$ cat src/design/dcache_macros.svh
`ifndef DCACHE_MACROS_SVH
`define DCACHE_MACROS_SVH

// datapath width, used for both data words and byte addresses
`define DCACHE_WORD_W 32

// cache geometry, two ways of DCACHE_SETS rows
`define DCACHE_SETS   8
`define DCACHE_IDX_W  3   // log2 of DCACHE_SETS
`define DCACHE_TAG_W  26  // word width minus index, block offset and byte offset
`define DCACHE_WORDS  2   // words per block

// the flush ends by storing the hit count here
`define DCACHE_HITCOUNT_ADDR 32'h0000_3100

`endif

$ cat src/design/cpu_types_pkg.sv
`default_nettype none

`include "dcache_macros.svh"

package cpu_types_pkg;

  typedef logic [`DCACHE_WORD_W-1:0] word_t;

  // byte address as the cache sees it
  typedef struct packed {
    logic [`DCACHE_TAG_W-1:0] tag;
    logic [`DCACHE_IDX_W-1:0] idx;     // set select
    logic                     blkoff;  // word within the block
    logic [1:0]               byteoff; // ignored, word accesses only
  } dcache_addr_t;

  // processor side request, held until hit
  typedef struct packed {
    logic         ren;
    logic         wen;
    dcache_addr_t addr;
    word_t        store;
    logic         halt;  // level, stays up until reset
  } cpu_req_t;

  typedef struct packed {
    logic  hit;
    word_t load;
    logic  flushed;  // held once the flush and hit count store are done
  } cpu_resp_t;

endpackage

`default_nettype wire

$ cat src/design/dcache_pkg.sv
`default_nettype none

`include "dcache_macros.svh"

package dcache_pkg;

  // one row of one way
  typedef struct packed {
    logic [`DCACHE_TAG_W-1:0]                        tag;
    cpu_types_pkg::word_t [`DCACHE_WORDS-1:0]        data;
    logic                                            valid;
    logic                                            dirty;
  } cache_row_t;

  typedef logic way_sel_t;  // 0 = way 0, 1 = way 1

  typedef enum logic [3:0] {
    IDLE, FETCH1, FETCH2, WB1, WB2,
    FLUSH1, FLUSH2, FLUSH3, FLUSH4,
    STORE_COUNT, FLUSHED
  } dcache_state_t;

  // memory side, plain request levels
  typedef struct packed {
    logic                 ren;
    logic                 wen;
    cpu_types_pkg::word_t addr;
    cpu_types_pkg::word_t store;
  } mem_req_t;

  typedef struct packed {
    logic                 dwait;  // high while the transfer is not done
    cpu_types_pkg::word_t load;
  } mem_resp_t;

  // single row update, one data word plus tag and state bits
  typedef struct packed {
    logic                     en;
    way_sel_t                 way;
    logic [`DCACHE_IDX_W-1:0] idx;
    logic                     word_sel;
    logic [`DCACHE_TAG_W-1:0] tag;
    cpu_types_pkg::word_t     data;
    logic                     valid;
    logic                     dirty;
  } row_write_t;

endpackage

`default_nettype wire

$ cat src/design/dcache_tag_array.sv
`timescale 1ns/1ps
`default_nettype none

`include "dcache_macros.svh"

module dcache_tag_array (
  input  logic                          CLK,
  input  logic                          nRST,
  input  cpu_types_pkg::dcache_addr_t   lookup_addr,
  input  logic                          lookup_en,   // request read or write
  input  logic [`DCACHE_IDX_W-1:0]      flush_idx,
  input  dcache_pkg::row_write_t        row_write,
  output logic                          hit,
  output dcache_pkg::way_sel_t          hit_way,
  output dcache_pkg::way_sel_t          victim_way,
  output cpu_types_pkg::word_t          hit_word,
  output dcache_pkg::cache_row_t        victim_row,
  output dcache_pkg::cache_row_t [1:0]  flush_rows
);

  // tag and block storage for both ways
  logic [`DCACHE_TAG_W-1:0]                 tags   [2][`DCACHE_SETS];
  cpu_types_pkg::word_t [`DCACHE_WORDS-1:0] blocks [2][`DCACHE_SETS];

  // per row state bits, cleared by reset
  logic [1:0][`DCACHE_SETS-1:0] valid;
  logic [1:0][`DCACHE_SETS-1:0] dirty;
  logic [`DCACHE_SETS-1:0]      lru;  // points at the way to evict next

  dcache_pkg::cache_row_t [1:0] set_rows;  // both ways of the looked-up set
  logic [1:0]                   way_hit;

  // gather rows of the request set and of the flush set
  always_comb begin
    for (int w = 0; w < 2; w++) begin
      set_rows[w].tag   = tags[w][lookup_addr.idx];
      set_rows[w].data  = blocks[w][lookup_addr.idx];
      set_rows[w].valid = valid[w][lookup_addr.idx];
      set_rows[w].dirty = dirty[w][lookup_addr.idx];

      flush_rows[w].tag   = tags[w][flush_idx];
      flush_rows[w].data  = blocks[w][flush_idx];
      flush_rows[w].valid = valid[w][flush_idx];
      flush_rows[w].dirty = dirty[w][flush_idx];
    end
  end

  // tag compare in both ways
  always_comb begin
    for (int w = 0; w < 2; w++) begin
      way_hit[w] = lookup_en && set_rows[w].valid && (set_rows[w].tag == lookup_addr.tag);
    end
  end

  assign hit        = |way_hit;
  assign hit_way    = way_hit[1];   // only one way can match a tag
  assign hit_word   = set_rows[hit_way].data[lookup_addr.blkoff];
  assign victim_way = lru[lookup_addr.idx];
  assign victim_row = set_rows[victim_way];

  // payload side of a row write
  always_ff @(posedge CLK) begin
    if (row_write.en) begin
      tags[row_write.way][row_write.idx]                       <= row_write.tag;
      blocks[row_write.way][row_write.idx][row_write.word_sel] <= row_write.data;
    end
  end

  // valid, dirty and lru
  always_ff @(posedge CLK, negedge nRST) begin
    if (!nRST) begin
      valid <= '0;
      dirty <= '0;
      lru   <= '0;
    end else begin
      if (row_write.en) begin
        valid[row_write.way][row_write.idx] <= row_write.valid;
        dirty[row_write.way][row_write.idx] <= row_write.dirty;
      end
      // any hit makes the other way the next victim
      if (hit) begin
        lru[lookup_addr.idx] <= ~hit_way;
      end
    end
  end

endmodule

`default_nettype wire

$ cat src/design/dcache_controller.sv
`timescale 1ns/1ps
`default_nettype none

`include "dcache_macros.svh"

module dcache_controller (
  input  logic                          CLK,
  input  logic                          nRST,
  input  cpu_types_pkg::cpu_req_t       cpu_req,
  input  logic                          hit,
  input  dcache_pkg::way_sel_t          hit_way,
  input  dcache_pkg::way_sel_t          victim_way,
  input  dcache_pkg::cache_row_t        victim_row,
  input  dcache_pkg::cache_row_t [1:0]  flush_rows,
  input  dcache_pkg::mem_resp_t         mem_resp,
  output dcache_pkg::mem_req_t          mem_req,
  output dcache_pkg::row_write_t        row_write,
  output logic [`DCACHE_IDX_W-1:0]      flush_idx,
  output logic                          flushed
);

  dcache_pkg::dcache_state_t state, next_state;

  cpu_types_pkg::word_t   hit_count;
  logic                   after_fill;  // last cycle was FETCH2
  logic                   mem_done;    // word transfer completes this edge
  logic                   access;
  logic                   flush_way;
  logic                   flush_word;
  dcache_pkg::cache_row_t flush_row;

  // rebuild a byte address from tag, set and word
  function automatic cpu_types_pkg::word_t block_addr(
    input logic [`DCACHE_TAG_W-1:0] tag,
    input logic [`DCACHE_IDX_W-1:0] idx,
    input logic                     word
  );
    cpu_types_pkg::dcache_addr_t a;
    a.tag     = tag;
    a.idx     = idx;
    a.blkoff  = word;
    a.byteoff = 2'b00;
    return a;
  endfunction

  assign mem_done = !mem_resp.dwait;
  assign access   = cpu_req.ren | cpu_req.wen;

  // FLUSH1..4 walk way 0 word 0, way 0 word 1, way 1 word 0, way 1 word 1
  assign flush_way  = (state == dcache_pkg::FLUSH3) || (state == dcache_pkg::FLUSH4);
  assign flush_word = (state == dcache_pkg::FLUSH2) || (state == dcache_pkg::FLUSH4);
  assign flush_row  = flush_rows[flush_way];

  always_comb begin
    next_state = state;  // wait high holds the state
    case (state)
      dcache_pkg::IDLE: begin
        if (cpu_req.halt) begin
          next_state = dcache_pkg::FLUSH1;
        end else if (access && !hit) begin
          // dirty victim goes out first
          next_state = (victim_row.valid && victim_row.dirty) ? dcache_pkg::WB1
                                                              : dcache_pkg::FETCH1;
        end
      end
      dcache_pkg::FETCH1: if (mem_done) next_state = dcache_pkg::FETCH2;
      dcache_pkg::FETCH2: if (mem_done) next_state = dcache_pkg::IDLE;
      dcache_pkg::WB1:    if (mem_done) next_state = dcache_pkg::WB2;
      dcache_pkg::WB2:    if (mem_done) next_state = dcache_pkg::FETCH1;
      dcache_pkg::FLUSH1: if (mem_done) next_state = dcache_pkg::FLUSH2;
      dcache_pkg::FLUSH2: if (mem_done) next_state = dcache_pkg::FLUSH3;
      dcache_pkg::FLUSH3: if (mem_done) next_state = dcache_pkg::FLUSH4;
      dcache_pkg::FLUSH4: begin
        if (mem_done) begin
          next_state = (flush_idx == `DCACHE_IDX_W'(`DCACHE_SETS - 1)) ?
                       dcache_pkg::STORE_COUNT : dcache_pkg::FLUSH1;
        end
      end
      dcache_pkg::STORE_COUNT: if (mem_done) next_state = dcache_pkg::FLUSHED;
      dcache_pkg::FLUSHED:     next_state = dcache_pkg::FLUSHED;  // until reset
      default:                 next_state = dcache_pkg::IDLE;
    endcase
  end

  always_comb begin
    mem_req            = '0;
    row_write          = '0;
    row_write.idx      = cpu_req.addr.idx;
    row_write.tag      = cpu_req.addr.tag;
    flushed            = (state == dcache_pkg::FLUSHED);
    case (state)
      dcache_pkg::IDLE: begin
        // write hit lands in the matching way, marks it dirty
        row_write.en       = hit && cpu_req.wen;
        row_write.way      = hit_way;
        row_write.word_sel = cpu_req.addr.blkoff;
        row_write.data     = cpu_req.store;
        row_write.valid    = 1'b1;
        row_write.dirty    = 1'b1;
      end
      dcache_pkg::FETCH1, dcache_pkg::FETCH2: begin
        mem_req.ren        = 1'b1;
        mem_req.addr       = block_addr(cpu_req.addr.tag, cpu_req.addr.idx,
                                        state == dcache_pkg::FETCH2);
        row_write.en       = mem_done;
        row_write.way      = victim_way;
        row_write.word_sel = (state == dcache_pkg::FETCH2);
        row_write.data     = mem_resp.load;
        row_write.valid    = (state == dcache_pkg::FETCH2);  // valid once both words in
        row_write.dirty    = 1'b0;
      end
      dcache_pkg::WB1, dcache_pkg::WB2: begin
        mem_req.wen   = 1'b1;
        mem_req.addr  = block_addr(victim_row.tag, cpu_req.addr.idx, state == dcache_pkg::WB2);
        mem_req.store = victim_row.data[state == dcache_pkg::WB2];
      end
      dcache_pkg::FLUSH1, dcache_pkg::FLUSH2, dcache_pkg::FLUSH3, dcache_pkg::FLUSH4: begin
        mem_req.wen   = flush_row.dirty;  // clean rows pass straight through
        mem_req.addr  = block_addr(flush_row.tag, flush_idx, flush_word);
        mem_req.store = flush_row.data[flush_word];
      end
      dcache_pkg::STORE_COUNT: begin
        mem_req.wen   = 1'b1;
        mem_req.addr  = `DCACHE_HITCOUNT_ADDR;
        mem_req.store = hit_count;
      end
      default: begin
      end
    endcase
  end

  always_ff @(posedge CLK, negedge nRST) begin
    if (!nRST) begin
      state      <= dcache_pkg::IDLE;
      flush_idx  <= '0;
      hit_count  <= '0;
      after_fill <= 1'b0;
    end else begin
      state      <= next_state;
      after_fill <= (state == dcache_pkg::FETCH2);
      if (state == dcache_pkg::FLUSH4 && mem_done) begin
        flush_idx <= flush_idx + 1'b1;  // next set
      end
      // the hit that ends a refill is not counted
      if (state == dcache_pkg::IDLE && hit && !after_fill) begin
        hit_count <= hit_count + 1'b1;
      end
    end
  end

endmodule

`default_nettype wire

$ cat src/design/dcache.sv
`timescale 1ns/1ps
`default_nettype none

`include "dcache_macros.svh"

module dcache (
  input  logic                     CLK,
  input  logic                     nRST,
  input  cpu_types_pkg::cpu_req_t  cpu_req,
  output cpu_types_pkg::cpu_resp_t cpu_resp,
  output dcache_pkg::mem_req_t     mem_req,
  input  dcache_pkg::mem_resp_t    mem_resp
);

  logic                         hit;
  dcache_pkg::way_sel_t         hit_way;
  dcache_pkg::way_sel_t         victim_way;
  cpu_types_pkg::word_t         hit_word;
  dcache_pkg::cache_row_t       victim_row;
  dcache_pkg::cache_row_t [1:0] flush_rows;
  dcache_pkg::row_write_t       row_write;
  logic [`DCACHE_IDX_W-1:0]     flush_idx;
  logic                         flushed;

  // processor response straight from array and controller
  assign cpu_resp.hit     = hit;
  assign cpu_resp.load    = hit_word;
  assign cpu_resp.flushed = flushed;

  dcache_tag_array array_inst (
    .CLK         (CLK),
    .nRST        (nRST),
    .lookup_addr (cpu_req.addr),
    .lookup_en   (cpu_req.ren | cpu_req.wen),
    .flush_idx   (flush_idx),
    .row_write   (row_write),
    .hit         (hit),
    .hit_way     (hit_way),
    .victim_way  (victim_way),
    .hit_word    (hit_word),
    .victim_row  (victim_row),
    .flush_rows  (flush_rows)
  );

  dcache_controller ctrl_inst (
    .CLK        (CLK),
    .nRST       (nRST),
    .cpu_req    (cpu_req),
    .hit        (hit),
    .hit_way    (hit_way),
    .victim_way (victim_way),
    .victim_row (victim_row),
    .flush_rows (flush_rows),
    .mem_resp   (mem_resp),
    .mem_req    (mem_req),
    .row_write  (row_write),
    .flush_idx  (flush_idx),
    .flushed    (flushed)
  );

endmodule

`default_nettype wire

$ cat config.mk
export PLATFORM = sky130hd
export DESIGN_NAME = dcache
export DESIGN_NICKNAME = d
export VERILOG_FILES = /design/src/design/cpu_types_pkg.sv /design/src/design/dcache_pkg.sv /design/src/design/dcache_tag_array.sv /design/src/design/dcache_controller.sv /design/src/design/dcache.sv
export VERILOG_INCLUDE_DIRS = /design/src /design/src/design
export SDC_FILE = /design/constraint.sdc
export NUM_CORES = 2
export LEC_CHECK = 0
export BUFFER_PORTS_ARGS = -buffer_cell sky130_fd_sc_hd__clkbuf_2
export CAP_MARGIN = 20
export CORE_AREA = 2 2 363 365
export DETAILED_ROUTE_END_ITERATION = 8
export DIE_AREA = 0 0 365 367
export PLACE_DENSITY = 0.72
export SYNTH_ARGS = -nofsm -noshare
export SYNTH_HDL_FRONTEND = slang
export SYNTH_HIERARCHICAL = 1
export SYNTH_SLANG_ARGS = --single-unit
$ cat constraint.sdc
create_clock -name CLK -period 6.7 [get_ports CLK]
set_clock_uncertainty 0.2 [all_clocks]
set_input_delay 1.005 -clock CLK [delete_from_list [all_inputs] [get_ports CLK]]
set_output_delay 1.005 -clock CLK [all_outputs]
set_load 0.03 [all_outputs]
==> implementation parameters <==
Parameter                              Value

Outcome
  Status    completed

Place
  Total of buffers placed on input and output ports    197
  HPWL after detailed placement    148 mm
  Post-placement cell area    79000 sq um
  Placed cell count    6373
  Routability congestion estimate from global placement    0.930
  Worst setup slack before clock tree synthesis    -0.105 ns

Logic synthesis
  Synthesized area    73600 sq um
  Post-Synthesis Cells    4552
  Count of synthesis-stage warnings from yosys    6
  Mean area per synthesized cell    16.2 sq um

Clock tree
  Count of clock tree sinks    1520
  TritonCTS clock tree    done
  CTS clk-pin slew, worst paths    0.05 ns
  Clock latency at the later pin of the worst-skew pair    0.81 ns
  Num CTS Buffers    154
  Setup Fix Bufs, Post-CTS    0
  Clock Root Buffer    clkbuf_16
  Buffer levels on the longest clock path    3
  H-tree depth reported by CTS    4

Setup path
  Critical-path top delay cell    or4bb_1
  Data arrival at the endpoint of the critical path    5.48 ns
  Slowest Stage Delay on Critical Path    0.60 ns
  Slack of the worst reg-to-reg path    1.15 ns
  Most Frequent Cell on Critical Path    buf_4
  Gate family responsible for the most delay along the worst path    simple AND/OR/NAND/NOR gates
  CP cell instances    buf_8 -> buf_4 -> mux4_2 -> mux2i_1 -> xnor2_1 -> or4bb_1 -> or4_2 -> buf_12 -> mux2_2 -> nor3_2 -> buf_4 -> clkbuf_2
  Critical path buffers and inverters    5
  Capturing element type of the critical path    output port
  Startpoint type of the worst setup path    input pin
  Path type of the worst setup path    input pin to output port
  Length in cells of the worst reg-to-reg path    17
  Reg-to-reg endpoint    array_inst/blocks[0][504]
  Endpoint required time on the critical path    5.49 ns
  Worst reg2reg startpoint    array_inst/tags[1][75]
  CP Max Fanout    46

Drt
  Number of nets still failing antenna checks after routing    0
  Number of detailed-route iterations in the first pass    9
  Drt wl/cell    37.6 um
  Vias per cell    7.51
  Overall via count from detail_route    50100
  Final wirelength    251 mm
  # DRC    0
  DRC marker count from the first detailed-route iteration    8132

Power
  Maximum ir drop on the vdd rail    617 uV
  Internal Power    21.2 mW
  Relative contribution of sequential cells to total power    38.1%
  PD cells    376 nW/um^2
  Sw Pwr    10.6 mW
  Design Power    31.8 mW
  Reported leakage power    28.5 nW
  Combinational cell fraction of total power    34.1%
  Clk pwr share    27.7%
  Switching part of the total    33.4%

STA
  Final slew viol count    0
  Final-report hold violation count    0
  Worst Hold Margin    0.301 ns
  Worst max-slew margin expressed relative to the limit    19.0%
  Worst setup margin    0.0168 ns
  Total Neg Setup Slack    0 ns
  Final Critical Period    6.68 ns
  Total of endpoints with negative setup slack in the final report    0
  Top achievable clock speed    150 MHz
  Final period util    99.7%
  Unrepaired setup endpoints after global routing    no
  Actual transition at the worst max-transition pin    1.22 ns

Global route
  Routing usage on met2    56.3%
  Vias in the first global route    49800
  Number of antenna violations at the first check in global routing    11
  GRT met1 Usage    49.6%
  Overflow left after global routing    0
  Global routing's busiest layer    met2
  Pin count of the biggest net entering global routing    126
  Met3 Usage GRT    11.0%
  Global-route usage over all layers    37.4%
  First-pass GRT wire length    355 mm

Die
  Top-Level Pins    202
  Initial Utilization    56.4%
  Floorplan die area    134000 sq um
  Die span in x    365 um
  Die H    367 um
  Core area    130000 sq um
  Row count    133

Finish
  Post-route cell area    84600 sq um
  Fraction of final layout cells sized beyond drive strength 1    33.0%
  Nets    4898
  P&R area growth vs syn    14.8%
  Cell Count, Final, Fillers Out    6672
  Core Util, Final    64.8%

Min path
  Worst hold path class    register to register
  Depth of the worst hold-timing path    2
  Worst min-delay path endpoint    array_inst/valid[4]
  Hold wc startpoint    array_inst/valid[4]

Run
  # Max-Cap Violations    0
-- state kept, by name (all words and copies together) (netlist names) --
register and cells:
ctrl_inst/hit_count 32, array_inst/tags 416, array_inst/valid 16, array_inst/dirty 16, ctrl_inst/flush_idx 3, ctrl_inst/after_fill 1, array_inst/blocks 1024, ctrl_inst/state 4
array_inst/lru 8
-- power groups by stage --
stage          sequential (mW)  combinational, mW  clock (mW)
2_1_floorplan             12.1               7.06           0
3_3_place_gp              12.3               10.2           0
3_5_place_dp              12.4               10.3           0
4_1_cts                   12.2               10.3        8.78
5_1_grt                   12.2               11.3        9.16
6_report                  12.1               10.9        8.82
-- worst max path at each step --
stage	to	from	slack, ns	depth (start not counted)
finish	cpu_resp[15]	cpu_req[38]	0.02	12
global route	cpu_resp[15]	cpu_req[37]	0.07	14
global placement	cpu_resp[15]	cpu_req[37]	-0.07	14
floorplan	array_inst/dirty[9]	cpu_req[38]	-0.66	22
detailed placement	cpu_resp[15]	cpu_req[37]	-0.10	13
CTS	cpu_resp[16]	cpu_req[37]	0.09	13
-- placed cells by master, fill, tap and decap left out, drive strengths merged, types with 14 or more instances in the layout --
master and count:
edfxtp 1440, and2 27, xnor2 40, buf 307, a22oi 255, a221o 16
clkbuf 383, a21oi 136, o221ai 32, a211oi 24, o21ai 81, a222oi 34
nand2 118, nor2 154, mux2i 236, nor4 21, a22o 74, o211ai 37
bufinv 18, and3 71, dfrtp 80, or3 14, nand4 26, clkinv 58
mux2 338, nor3 76, a221oi 143, nand2b 14, nand3 27, inv 19
o22ai 20, mux4 428, xor2 37
-- per-layer routing --
| layer | part of all wire [%] | wire [um] |
|---|---|---|
| met5 | 0.0096 | 24 |
| met4 | 5.9 | 14800 |
| met3 | 15 | 36900 |
| met2 | 45 | 114000 |
| met1 | 34 | 85200 |
-- final cells by class --
cell class	instances	area (sq um)
multi-input combinational	2596	27100
sequential	1520	45300
fill	9046	45900
clock inverter	87	930
tap	1755	2200
inverter	18	72.6
clock buffer	188	4140
antenna	5	12.5
timing repair buffer	503	4870
-- repair_timing --
item | CTS | global route
gates resized for setup | 5 | 7
hold endpoints to repair | 29 | 0
hold buffers | 1 | 0
endpoints found under the setup margin | 5 | 10
-- worst register-to-register path: stages, from the launching register on --
cell and delay, ns:
edfxtp_1 0.42, mux4_2 0.47, mux2_2 0.31, xor2_1 0.25, or4_1 0.59, nor4_1 0.21, nand4_1 0.20, o22ai_1 0.23
buf_4 0.20, nand3b_1 0.09, o21ai_0 0.08, a21oi_1 0.11, nor3_1 0.19, buf_4 0.19, or3b_2 0.49, or3_1 0.48
nor2_4 0.18, buf_4 0.30
Note: power is estimated with default switching activity, not from simulation.
